==> src/common/cache_defines.svh <==
`ifndef CACHE_DEFINES_SVH
`define CACHE_DEFINES_SVH

`define PA_WIDTH    16  // physical address bits
`define LINE_BYTES  16
`define D_SECTORS   4   // data cache sets
`define D_WAYS      2
`define I_LINES     8

// top id bit names the owner, 0 data cache, 1 instruction cache
`define ID_WIDTH    3

`endif

==> src/common/cache_pkg.sv <==
`default_nettype none

`include "cache_defines.svh"

package cache_pkg;

    typedef logic [`PA_WIDTH-1:0]           pa_t;
    typedef logic [`LINE_BYTES*8-1:0]       line_t;
    typedef logic [31:0]                    word_t;
    typedef logic [`ID_WIDTH-1:0]           mem_id_t;
    typedef logic [$clog2(`D_WAYS)-1:0]     way_t;

    typedef enum logic [1:0] {
        SIZE_BYTE,
        SIZE_HALF,
        SIZE_WORD
    } mem_size_e;

    typedef struct packed {
        logic       enable;
        pa_t        address;
        word_t      data;           // store only
        mem_size_e  size;
        logic       use_unsigned;   // load only
    } mem_data_t;

    // bit 0 store miss outstanding, bit 1 load miss outstanding
    typedef enum logic [1:0] {
        D_IDLE,
        D_S_REQUEST,
        D_L_REQUEST,
        D_BOTH_REQUEST
    } data_cache_state;

    typedef enum logic {
        I_IDLE,
        I_WAIT
    } icache_state;

endpackage

`default_nettype wire

==> src/common/mem_if.sv <==
`timescale 1ns/10ps
`default_nettype none

interface mem_if import cache_pkg::*; ();

    logic       req;        // one-cycle strobe
    logic       write;      // line write-back, no response
    pa_t        addr;       // line aligned
    line_t      wdata;
    mem_id_t    next_id;    // id the next read will carry
    logic       rsp;
    line_t      rdata;
    mem_id_t    rsp_id;
    logic       ack;

    modport requester (
        output req, write, addr, wdata, ack,
        input  next_id, rsp, rdata, rsp_id
    );

    modport arbiter (
        input  req, write, addr, wdata, ack,
        output next_id, rsp, rdata, rsp_id
    );

endinterface

`default_nettype wire

==> src/dcache/dca.sv <==
`timescale 1ns/10ps
`default_nettype none

`include "cache_defines.svh"

module dca import cache_pkg::*; (
    input  logic        clk,
    input  logic        rst,
    input  mem_data_t   i_load,
    input  mem_data_t   i_store,
    input  logic        i_sb_hit,   // store buffer already covers the load
    output logic        o_hit,
    output logic        o_miss,
    output word_t       o_read_data,
    mem_if.requester    mem
);

    localparam int OFF_W = $clog2(`LINE_BYTES);
    localparam int SET_W = $clog2(`D_SECTORS);
    localparam int TAG_W = `PA_WIDTH - OFF_W - SET_W;

    typedef struct packed {
        logic [TAG_W-1:0]   tag;
        logic [SET_W-1:0]   sector;
        way_t               way;
        mem_id_t            id;
    } reg_entry_t;

    line_t                  lines      [`D_SECTORS][`D_WAYS];
    logic [TAG_W-1:0]       tags       [`D_SECTORS][`D_WAYS];
    logic [`D_WAYS-1:0]     valid_bits [`D_SECTORS];
    logic [`D_WAYS-1:0]     dirty_bits [`D_SECTORS];

    reg_entry_t             registry [2];   // 0 store miss, 1 load miss
    logic                   req_slot;

    data_cache_state        state;
    data_cache_state        next_state;

    pa_t                    cur_addr;
    logic [OFF_W-1:0]       cur_off;
    logic [SET_W-1:0]       cur_set;
    logic [TAG_W-1:0]       cur_tag;
    logic [`D_WAYS-1:0]     hit_vec;
    way_t                   hit_way;
    way_t                   victim;
    line_t                  line_rd;
    logic [3:0]             st_mask;

    logic                   s_pend;
    logic                   l_pend;
    logic                   s_line_busy;
    logic                   issue_s;
    logic                   issue_l;
    logic                   store_now;
    logic                   hit_s;
    logic                   hit_l;
    logic                   fill;
    logic                   wb_now;
    reg_entry_t             fill_ent;

    victim_lfsr lfsr0 (
        .clk        (clk),
        .rst        (rst),
        .i_advance  (issue_s || issue_l),
        .o_way      (victim)
    );

    assign cur_addr = i_load.enable ? i_load.address : i_store.address;
    assign cur_off  = cur_addr[OFF_W-1:0];
    assign cur_set  = cur_addr[OFF_W +: SET_W];
    assign cur_tag  = cur_addr[`PA_WIDTH-1 -: TAG_W];

    always_comb begin
        hit_way = '0;
        for (int w = 0; w < `D_WAYS; w++) begin
            hit_vec[w] = valid_bits[cur_set][w] && (tags[cur_set][w] == cur_tag);
            if (hit_vec[w]) begin
                hit_way = way_t'(w);
            end
        end
    end

    assign o_hit  = (i_load.enable || i_store.enable) && |hit_vec;
    assign o_miss = i_load.enable && !o_hit;

    always_comb begin
        line_rd = lines[cur_set][hit_way] >> {cur_off, 3'b000};
        case (i_load.size)
            SIZE_BYTE: o_read_data = i_load.use_unsigned ? {24'b0, line_rd[7:0]}
                                                         : {{24{line_rd[7]}}, line_rd[7:0]};
            SIZE_HALF: o_read_data = i_load.use_unsigned ? {16'b0, line_rd[15:0]}
                                                         : {{16{line_rd[15]}}, line_rd[15:0]};
            default:   o_read_data = line_rd[31:0];
        endcase
    end

    always_comb begin
        case (i_store.size)
            SIZE_BYTE: st_mask = 4'b0001;
            SIZE_HALF: st_mask = 4'b0011;
            default:   st_mask = 4'b1111;
        endcase
    end

    assign s_pend = (state == D_S_REQUEST) || (state == D_BOTH_REQUEST);
    assign l_pend = (state == D_L_REQUEST) || (state == D_BOTH_REQUEST);

    assign hit_s    = mem.rsp && s_pend && (mem.rsp_id == registry[0].id);
    assign hit_l    = mem.rsp && l_pend && (mem.rsp_id == registry[1].id);
    assign fill     = hit_s || hit_l;
    assign fill_ent = registry[hit_l];
    assign wb_now   = fill && dirty_bits[fill_ent.sector][fill_ent.way];

    // a load to the line the store is already fetching just waits for it
    assign s_line_busy = s_pend && (registry[0].tag == cur_tag)
                       && (registry[0].sector == cur_set);

    // the write-back owns the bus slot, a blocked miss retries next cycle
    assign issue_s   = i_store.enable && !i_load.enable && !o_hit && !s_pend && !wb_now;
    assign issue_l   = i_load.enable && !o_hit && !i_sb_hit && !l_pend && !s_line_busy
                     && !wb_now;
    assign store_now = i_store.enable && !i_load.enable && o_hit;

    assign next_state = data_cache_state'({issue_l || (l_pend && !hit_l),
                                           issue_s || (s_pend && !hit_s)});

    always_ff @(posedge clk or posedge rst) begin
        if (rst) begin
            state   <= D_IDLE;
            mem.req <= 1'b0;
            mem.ack <= 1'b0;
            for (int s = 0; s < `D_SECTORS; s++) begin
                valid_bits[s] <= '0;
                dirty_bits[s] <= '0;
            end
        end else begin
            state   <= next_state;
            mem.req <= issue_s || issue_l || wb_now;
            mem.ack <= fill;
            if (fill) begin
                valid_bits[fill_ent.sector][fill_ent.way] <= 1'b1;
                dirty_bits[fill_ent.sector][fill_ent.way] <= 1'b0;
            end
            if (store_now) begin
                dirty_bits[cur_set][hit_way] <= 1'b1;
            end
        end
    end

    always_ff @(posedge clk) begin
        if (fill) begin
            lines[fill_ent.sector][fill_ent.way] <= mem.rdata;
            tags[fill_ent.sector][fill_ent.way]  <= fill_ent.tag;
        end
        if (store_now) begin
            for (int b = 0; b < 4; b++) begin
                if (st_mask[b]) begin
                    lines[cur_set][hit_way][8*((cur_off + b) % `LINE_BYTES) +: 8]
                        <= i_store.data[8*b +: 8];
                end
            end
        end
        if (wb_now) begin
            mem.write <= 1'b1;  // old victim contents, fill lands at the same edge
            mem.addr  <= {tags[fill_ent.sector][fill_ent.way], fill_ent.sector, {OFF_W{1'b0}}};
            mem.wdata <= lines[fill_ent.sector][fill_ent.way];
        end else if (issue_s || issue_l) begin
            mem.write         <= 1'b0;
            mem.addr          <= {cur_tag, cur_set, {OFF_W{1'b0}}};
            registry[issue_l] <= '{tag: cur_tag, sector: cur_set, way: victim, id: '1};
            req_slot          <= issue_l;
        end
        // id is taken while the read is on the bus, all ones never routes here
        if (mem.req && !mem.write) begin
            registry[req_slot].id <= mem.next_id;
        end
    end

    a_rsp_owned: assert property (@(posedge clk) disable iff (rst) mem.rsp |-> fill);

    a_one_way: assert property (@(posedge clk) disable iff (rst) o_hit |-> $onehot(hit_vec));

endmodule

`default_nettype wire

==> src/dcache/victim_lfsr.sv <==
`timescale 1ns/10ps
`default_nettype none

module victim_lfsr import cache_pkg::*; (
    input  logic    clk,
    input  logic    rst,
    input  logic    i_advance,
    output way_t    o_way
);

    logic [2:0] lfsr;

    // x^3 + x^2 + 1, period 7
    always_ff @(posedge clk or posedge rst) begin
        if (rst) begin
            lfsr <= 3'b001;
        end else if (i_advance) begin
            lfsr <= {lfsr[1:0], lfsr[2] ^ lfsr[1]};
        end
    end

    assign o_way = way_t'(lfsr); // low bits

endmodule

`default_nettype wire

==> src/hdl/cache_top.sv <==
`timescale 1ns/10ps
`default_nettype none

module cache_top import cache_pkg::*; (
    input  logic        clk,
    input  logic        rst,
    // data side
    input  logic        i_load_enable,
    input  pa_t         i_load_addr,
    input  mem_size_e   i_load_size,
    input  logic        i_load_unsigned,
    input  logic        i_store_enable,
    input  pa_t         i_store_addr,
    input  word_t       i_store_data,
    input  mem_size_e   i_store_size,
    input  logic        i_sb_hit,
    output logic        o_d_hit,
    output logic        o_d_miss,
    output word_t       o_read_data,
    // fetch side
    input  logic        i_fetch_enable,
    input  pa_t         i_fetch_addr,
    output logic        o_fetch_hit,
    output word_t       o_fetch_instr,
    // external memory
    output logic        o_mem_enable,
    output logic        o_mem_write,
    output pa_t         o_mem_addr,
    output line_t       o_mem_data,
    output mem_id_t     o_mem_id,
    input  logic        i_mem_valid,
    input  line_t       i_mem_data,
    input  mem_id_t     i_mem_id
);

    mem_data_t  load_req;
    mem_data_t  store_req;

    mem_if d_bus ();
    mem_if i_bus ();

    assign load_req  = '{enable: i_load_enable, address: i_load_addr, data: word_t'(0),
                         size: i_load_size, use_unsigned: i_load_unsigned};
    assign store_req = '{enable: i_store_enable, address: i_store_addr, data: i_store_data,
                         size: i_store_size, use_unsigned: 1'b0};

    dca dca0 (
        .clk(clk), .rst(rst),
        .i_load(load_req), .i_store(store_req), .i_sb_hit(i_sb_hit),
        .o_hit(o_d_hit), .o_miss(o_d_miss), .o_read_data(o_read_data),
        .mem(d_bus.requester)
    );

    ica ica0 (
        .clk(clk), .rst(rst),
        .i_fetch_enable(i_fetch_enable), .i_fetch_addr(i_fetch_addr),
        .o_fetch_hit(o_fetch_hit), .o_fetch_instr(o_fetch_instr),
        .mem(i_bus.requester)
    );

    mem_arbiter arb0 (
        .clk(clk), .rst(rst),
        .i_mem_valid(i_mem_valid), .i_mem_data(i_mem_data), .i_mem_id(i_mem_id),
        .d_mem(d_bus.arbiter), .i_mem(i_bus.arbiter),
        .o_mem_enable(o_mem_enable), .o_mem_write(o_mem_write), .o_mem_addr(o_mem_addr),
        .o_mem_data(o_mem_data), .o_mem_id(o_mem_id)
    );

endmodule

`default_nettype wire

==> src/hdl/ica.sv <==
`timescale 1ns/10ps
`default_nettype none

`include "cache_defines.svh"

module ica import cache_pkg::*; (
    input  logic        clk,
    input  logic        rst,
    input  logic        i_fetch_enable,
    input  pa_t         i_fetch_addr,
    output logic        o_fetch_hit,
    output word_t       o_fetch_instr,
    mem_if.requester    mem
);

    localparam int OFF_W = $clog2(`LINE_BYTES);
    localparam int IDX_W = $clog2(`I_LINES);
    localparam int TAG_W = `PA_WIDTH - OFF_W - IDX_W;

    line_t                  lines [`I_LINES];
    logic [TAG_W-1:0]       tags  [`I_LINES];
    logic [`I_LINES-1:0]    valid_bits;

    icache_state            state;
    mem_id_t                pend_id;
    logic [TAG_W-1:0]       pend_tag;
    logic [IDX_W-1:0]       pend_idx;

    logic [IDX_W-1:0]       idx;
    logic [TAG_W-1:0]       tag;
    logic                   issue;
    logic                   fill;

    assign idx = i_fetch_addr[OFF_W +: IDX_W];
    assign tag = i_fetch_addr[`PA_WIDTH-1 -: TAG_W];

    assign o_fetch_hit   = i_fetch_enable && valid_bits[idx] && (tags[idx] == tag);
    assign o_fetch_instr = word_t'(lines[idx] >> {i_fetch_addr[OFF_W-1:2], 5'b00000});

    assign issue = (state == I_IDLE) && i_fetch_enable && !o_fetch_hit;
    assign fill  = (state == I_WAIT) && mem.rsp && (mem.rsp_id == pend_id);

    assign mem.write = 1'b0;    // read only
    assign mem.wdata = '0;

    always_ff @(posedge clk or posedge rst) begin
        if (rst) begin
            state      <= I_IDLE;
            mem.req    <= 1'b0;
            mem.ack    <= 1'b0;
            valid_bits <= '0;
        end else begin
            mem.req <= issue;
            mem.ack <= fill;
            if (issue) begin
                state <= I_WAIT;
            end else if (fill) begin
                state                <= I_IDLE;
                valid_bits[pend_idx] <= 1'b1;
            end
        end
    end

    always_ff @(posedge clk) begin
        if (issue) begin
            mem.addr <= {tag, idx, {OFF_W{1'b0}}};
            pend_tag <= tag;
            pend_idx <= idx;
        end
        if (mem.req) begin
            pend_id <= mem.next_id;
        end
        if (fill) begin
            lines[pend_idx] <= mem.rdata;
            tags[pend_idx]  <= pend_tag;
        end
    end

    // past the first wait cycle the bus stays quiet until the refill
    a_no_req_wait: assert property (@(posedge clk) disable iff (rst)
        (state == I_WAIT) && $past(state == I_WAIT) |-> !mem.req);

endmodule

`default_nettype wire

==> src/hdl/mem_arbiter.sv <==
`timescale 1ns/10ps
`default_nettype none

`include "cache_defines.svh"

module mem_arbiter import cache_pkg::*; (
    input  logic        clk,
    input  logic        rst,
    input  logic        i_mem_valid,
    input  line_t       i_mem_data,
    input  mem_id_t     i_mem_id,
    mem_if.arbiter      d_mem,
    mem_if.arbiter      i_mem,
    output logic        o_mem_enable,
    output logic        o_mem_write,
    output pa_t         o_mem_addr,
    output line_t       o_mem_data,
    output mem_id_t     o_mem_id
);

    localparam int CNT_W = `ID_WIDTH - 1;

    logic [CNT_W-1:0]   d_cnt;
    logic [CNT_W-1:0]   i_cnt;

    logic               skid_full;
    logic               skid_write;
    pa_t                skid_addr;
    line_t              skid_wdata;
    mem_id_t            skid_id;
    logic               load_skid;

    assign d_mem.next_id = {1'b0, d_cnt};
    assign i_mem.next_id = {1'b1, i_cnt};

    assign load_skid = i_mem.req && (d_mem.req || skid_full);

    // data cache first, then the parked fetch request
    always_comb begin
        if (d_mem.req) begin
            {o_mem_enable, o_mem_write} = {1'b1, d_mem.write};
            {o_mem_addr, o_mem_data, o_mem_id} = {d_mem.addr, d_mem.wdata, d_mem.next_id};
        end else if (skid_full) begin
            {o_mem_enable, o_mem_write} = {1'b1, skid_write};
            {o_mem_addr, o_mem_data, o_mem_id} = {skid_addr, skid_wdata, skid_id};
        end else begin
            {o_mem_enable, o_mem_write} = {i_mem.req, i_mem.write};
            {o_mem_addr, o_mem_data, o_mem_id} = {i_mem.addr, i_mem.wdata, i_mem.next_id};
        end
    end

    assign d_mem.rsp    = i_mem_valid && !i_mem_id[`ID_WIDTH-1];
    assign i_mem.rsp    = i_mem_valid && i_mem_id[`ID_WIDTH-1];
    assign d_mem.rdata  = i_mem_data;
    assign i_mem.rdata  = i_mem_data;
    assign d_mem.rsp_id = i_mem_id;
    assign i_mem.rsp_id = i_mem_id;

    always_ff @(posedge clk or posedge rst) begin
        if (rst) begin
            d_cnt     <= '0;
            i_cnt     <= '0;
            skid_full <= 1'b0;
        end else begin
            if (d_mem.req && !d_mem.write) begin
                d_cnt <= d_cnt + 1'b1;
            end
            if (i_mem.req && !i_mem.write) begin
                i_cnt <= i_cnt + 1'b1;
            end
            if (load_skid) begin
                skid_full <= 1'b1;
            end else if (!d_mem.req) begin
                skid_full <= 1'b0;  // drained this cycle
            end
        end
    end

    always_ff @(posedge clk) begin
        if (load_skid) begin
            skid_write <= i_mem.write;
            skid_addr  <= i_mem.addr;
            skid_wdata <= i_mem.wdata;
            skid_id    <= i_mem.next_id;
        end
    end

    a_skid_single: assert property (@(posedge clk) disable iff (rst) load_skid |-> !skid_full);

    // each peer acks only a response that was routed to it
    a_ack_owner: assert property (@(posedge clk) disable iff (rst)
        (d_mem.ack |-> $past(d_mem.rsp)) and (i_mem.ack |-> $past(i_mem.rsp)));

endmodule

`default_nettype wire

==> config.mk <==
export PLATFORM = sky130hd
export DESIGN_NAME = cache_top
export DESIGN_NICKNAME = d
export VERILOG_FILES = /design/src/common/cache_pkg.sv /design/src/common/mem_if.sv /design/src/dcache/dca.sv /design/src/dcache/victim_lfsr.sv /design/src/hdl/cache_top.sv /design/src/hdl/ica.sv /design/src/hdl/mem_arbiter.sv
export VERILOG_INCLUDE_DIRS = /design/src /design/src/common
export SDC_FILE = /design/constraint.sdc
export NUM_CORES = 2
export LEC_CHECK = 0
export BUFFER_PORTS_ARGS = -buffer_cell sky130_fd_sc_hd__buf_4
export CORE_MARGIN = 3
export CORE_UTILIZATION = 45
export CTS_CLUSTER_SIZE = 14
export DETAILED_ROUTE_END_ITERATION = 7
export SLEW_MARGIN = 5
export SYNTH_ARGS = -nofsm -noshare
export SYNTH_HDL_FRONTEND = slang
export SYNTH_HIERARCHICAL = 1
export SYNTH_SLANG_ARGS = --single-unit
==> constraint.sdc <==
create_clock -name clk -period 15.89 [get_ports clk]
set_clock_uncertainty 0.2 [all_clocks]
set_input_delay 3.178 -clock clk [delete_from_list [all_inputs] [get_ports clk]]
set_output_delay 3.178 -clock clk [all_outputs]
set_load 0.1 [all_outputs]
* Word level (Yosys, flattened, before mapping) *
Memories as Yosys holds them, arrays and structs flattened.
Index checks and enable logic that the tools add are counted.

operators by class
  $lt $le $gt $ge = 15
  reduce and logical (&&, ||, !) cells = 67
  equality and inequality tests = 14
  bitwise logic cells = 781
  $add $sub $neg = 9
  shifts and indexed selects = 10
  mux-type cells = 853

operators with widths
  operator                    count
  $mux W128                   12
  $mux W256                   5
  $mux W1                     798
  $or A1 B1 Y1                768
  $demux W128 S1              5
  $shift A8 B34 Y128 const A  4
  $shiftx A8 B34 Y128         4
  $shr A128 B7 Y32            2
  $neg A7 Y34                 4
  $mux W16                    5
  $mux W32                    2
  $pmux W32 S2                1
  $mux W10                    4
  $logic_and A1 B1 Y1         39
  $eq A10 B10 Y1              3
  $or A8 B8 Y8                3
  $mux W20                    1
  $mux W8                     2
  $mux W2                     7
  $logic_not A1 Y1            12
  $demux W10 S1               1
  $eq A3 B3 Y1                3
  $eq A9 B9 Y1                1
  $logic_or A1 B1 Y1          9
  32 further kinds            54

word-level totals
  bits of input ports = 223
  output and inout port bits = 216
  RAM bits = 2232
  memories = 5
  register bits after elaboration = 219
  logic and storage cells = 1781

memory list
  memory         depth  bits a word  read ports  clocked after memory_dff  write ports  line       text
  dca0.lines     4      256          2           0                         2            dca.sv:29  line_t lines [`D_SECTORS][`D_WAYS];
  ica0.lines     8      128          1           0                         1            ica.sv:20  line_t lines [`I_LINES];
  dca0.tags      4      20           2           0                         1            dca.sv:30  logic [TAG_W-1:0] tags [`D_SECTORS][`D_WAYS];
  ica0.tags      8      9            1           0                         1            ica.sv:21  logic [TAG_W-1:0] tags [`I_LINES];
  dca0.registry  2      16           3           0                         2            dca.sv:34  reg_entry_t registry [2];

* Logic depth before layout (Yosys ltp) *
  depth in word-level cells = 18
  depth in mapped cells = 26
  gate-level depth less buffers = 15

* Hierarchy *
The synthesis kept the hierarchy.

modules (own cells, without submodules)
  module       instances  cells each  sequential area each (um^2)  area an instance (um^2)
  dca          1          9266        38867.3                      83173.5
  ica          1          1767        33637.3                      43437.9
  mem_arbiter  1          923         4539.4                       9760.6
  victim_lfsr  1          9           76.3                         120.1
  cache_top    1          1           0.0                          3.8

* Worst setup path after synthesis *
No wires, ideal clock.

  path kind = input-to-reg
  from = input i_mem_id[1]
  to = register ica0.valid_bits[0]
  data required time = 15.566 ns
  setup time = 0.124 ns
  buffers on the path = 1
  stages = 7
  slack = 1.492 ns
  data arrival time = 14.074 ns
  cells stage by stage = buf_4 -> xnor2_1 -> nand3_1 -> nor3_1 -> nand2b_1 -> nor3_1 -> or2_2

between the ends
  longest elaborated chain between the ends = 3

ends and longest elaborated chain
  element                         line             text
  start: declaration              cache_top.sv:33  input mem_id_t i_mem_id
  $eq A3 B3 Y1                    ica.sv:41        assign fill = (state == I_WAIT) && mem.rsp && (mem.rsp_id == pend_id);
  $logic_and A1 B1 Y1             ica.sv:41
  net ica0.fill                   ica.sv:32        logic fill;
  $reduce_and A2 Y1 (no line)     -
  end signal: assignment          ica.sv:51        valid_bits <= '0;
  end signal: indexed assignment  ica.sv:59        valid_bits[pend_idx] <= 1'b1;
  end: declaration                ica.sv:22        logic [`I_LINES-1:0] valid_bits;

The timed path passes the listed nets, and every way through them passes these cells.
A chain may end at the register's enable or synchronous reset.

* Worst setup path after layout *
  from = input i_load_enable
  to = output o_read_data[17]

between the ends
  longest elaborated chain between the ends = 14
  elaborated cells between the ends (all ways) = 18
  those cells by class = 1 x eq/ne; 1 x shift; 11 x mux; 2 x bitwise; 1 x reduce/logical; 2 x memory

ends and longest elaborated chain
  element                                                                  line                  text
  start: declaration                                                       cache_top.sv:8        input logic i_load_enable,
  $mux W16 (*)                                                             dca.sv:69             assign cur_addr = i_load.enable ? i_load.address : i_store.address;
  parallel branches: the longest is 10 deep, another holds $mem_v2 Z4 W20  -
  $shr A128 B7 Y32 (*)                                                     dca.sv:88             line_rd = lines[cur_set][hit_way] >> {cur_off, 3'b000};
  $mux W32, on equally long branches                                       dca.sv:92, dca.sv:90
  $pmux W32 S2 (*)                                                         dca.sv:89             case (i_load.size)
  end: declaration                                                         cache_top.sv:19       output word_t o_read_data,

Mark *: on every way between the ends. The select of a mux whose other input is x is not followed.

==> metrics <==
critical path launch point type=input port; vias per cell=6.69; cell count after synthesis=12,000; Slew Limit Fails=0; vias post-DR=107,000; die width=557 µm; status=complete, no violations; Final nets=12,000; Cell Chain, Critical Path=buf_4, mux2i_4, buf_12, buf_12, nand2_1, and3_1, a31oi_1, buf_4, mux2i_1, a221o_1, nor3_1, o2111ai_2, o211ai_1, buf_4; Crit Path Max Fanout=140; power consumption=18,100 µW; pin count of the biggest net entering global routing=144; Die Area=310,000 µm²; root buf cell=clkbuf_16; Achievable Freq=73.3 MHz; Final Hold Violating Endpoints=0; layout cells sized above 1=16.5%; Num CTS Buffers=286; GR Util met3=10.4%; CTS Sinks=2,573; total core area=301,000 µm²; worst min-delay path category=reg2reg; gpl congestion=1.07; drt drc=0; Area Overhead vs Synth=10.4%; grt met2 use=54.3%; antenna violations before repair=77; Setup TNS=0 ns; max incr delay on CP=0.81 ns; DR WL/cell=37.4 µm; MaxCap Viol Count=0; Worst Path Required=12.51 ns; Die Ht=557 µm; Cell Area, Synth=136,000 µm²; Total GRT Usage=37.6%; Least-Margin Pin Slew=1.42 ns; VDD IR max=0.0782 mV; cts hold-fix bufs=0; Rel. slew slack=4.01%; syn avg cell area=11.4 µm²; Skew-Pair Late Insertion Delay=0.92 ns; Power Dens Cells=120 nW/µm²; Rows=201; Buffers on Ports=436; cell family contributing the most delay on the critical path=buffers and inverters; number of global-route vias before repair=100,000; Final HPWL DP=422,000 µm; slowest CP cell=mux2i_4; Longest Clk Path Bufs=4; initial drt markers=17,300; DRT Wirelength=600,000 µm; starting density of the core=45.4%; Most Crowded Layer GR=met2; Pre-Repair DR Iteration Count=8; Period Utilization, post-route=85.8%; post-cts sizing count=0; CTS HTree Levels=5; GRT overflow=0; CP Data Arrival Time=10.26 ns; yosys warns=6; Top Ports=439; CTS tree=built; first-pass GRT wire length=815,000 µm; Setup violations, final=0; Worst setup EP type=output pin; Most common cell on crit path=buf_4; met1 Use GR=49.7%; setup repair bufs after CTS=0; crit path time final=13.64 ns; Worst Path Buf+Inv=5; RSZ-0062 raised after global routing=false; post-route ant nets=0; Reg clk slew, reported paths=0.06 ns; Leak=0.0533 µW; class of the most critical setup path=in2out
final timing paths:
path                                          from                 end  slack (ns)  depth (start not counted)
worst max register to register     dca0/tags[1][6]  dca0/lines[3][211]        9.11                         14
min in group asynchronous                      rst  dca0/lfsr0/lfsr[1]        1.99                          2
max in group asynchronous                      rst        dca0/mem.req       12.33                          2
worst max-delay path                 i_load_enable     o_read_data[17]        2.25                         14
worst min-delay path            dca0/valid_bits[2]  dca0/valid_bits[2]        0.26                          2
worst min register to register  dca0/valid_bits[2]  dca0/valid_bits[2]        0.26                          2
flip-flops by register name (all words and copies together), names as in the netlist, 2 cells and up:
| name | flops |
|---|---|
| arb0/skid_id | 2 |
| arb0/skid_wdata | 128 |
| ica0/pend_tag | 9 |
| dca0/lfsr0/lfsr | 3 |
| dca0/lines | 1024 |
| ica0/tags | 72 |
| ica0/lines | 1024 |
| dca0/mem.wdata | 128 |
| arb0/d_cnt | 2 |
| dca0/dirty_bits | 8 |
| arb0/i_cnt | 2 |
| ica0/pend_id | 3 |
| dca0/state | 2 |
| dca0/tags | 80 |
| ica0/valid_bits | 8 |
| dca0/registry | 32 |
| dca0/valid_bits | 8 |
| arb0/skid_addr | 16 |
| dca0/mem.addr | 12 |
| ica0/pend_idx | 2 |
through the flow:
step | area [µm²] | std cells | utilization (%) | setup WS (ns) | hold slack [ns]
after global routing | 151000 | 16000 | 50.1 | 2.37 | 0.278
after global placement | 141000 | 15500 | 47.0 | 2.52 | 0.238
after CTS | 151000 | 16000 | 50.1 | 2.54 | 0.254
after detailed placement | 141000 | 15500 | 47.0 | 2.55 | 0.241
final | 151000 | 16000 | 50.1 | 2.25 | 0.255
after floorplan | 137000 | 12100 | - | 1.54 | 0.214
layout by cell type (no fill, tap or decap), types with 63 or more instances in the layout:
cell,n
a21oi_1,220
a222oi_1,83
a22oi_1,464
a31oi_1,398
and3_1,378
buf_4,716
clkbuf_16,289
conb_1,139
edfxtp_1,2535
mux2_2,317
mux2i_1,517
mux4_2,340
nand2_1,2531
nand3_1,247
nor2_1,254
nor3_1,89
o21ai_0,1083
o21ai_1,118
or2_2,63
routing by layer:
layer | wire (µm) | vias up
met5 | 233 | -
met1 | 227000 | 53800
met3 | 71600 | 1337
met2 | 252000 | 7325
li1 | - | 44700
met4 | 49000 | 34
worst reg2reg max path, delay by kind of cell, from the launching register on:
family                 cells  cell delay [ns]
AO/OA/AOI/OAI              6             1.83
buffers and inverters      3             1.72
multiplexers               1             0.46
XOR/XNOR                   1             0.19
AND/OR/NAND/NOR            3             1.68
flip-flops                 1             0.43
layout make-up:
| type | instances | area [µm²] |
|---|---|---|
| fill | 26100 | 150000 |
| sequential | 2573 | 77100 |
| multi-input combinational | 8134 | 53300 |
| clock buffer | 352 | 7550 |
| timing repair buffer | 738 | 5770 |
| tap | 3958 | 4950 |
| clock inverter | 152 | 1630 |
| inverter | 67 | 273 |
| antenna | 40 | 100 |
power by group:
part | internal (µW) | switching (µW)
Sequential | 7610 | 79.2
Combinational | 864 | 2970
Clock | 3760 | 2820
Power figures use the tool's default switching activity.
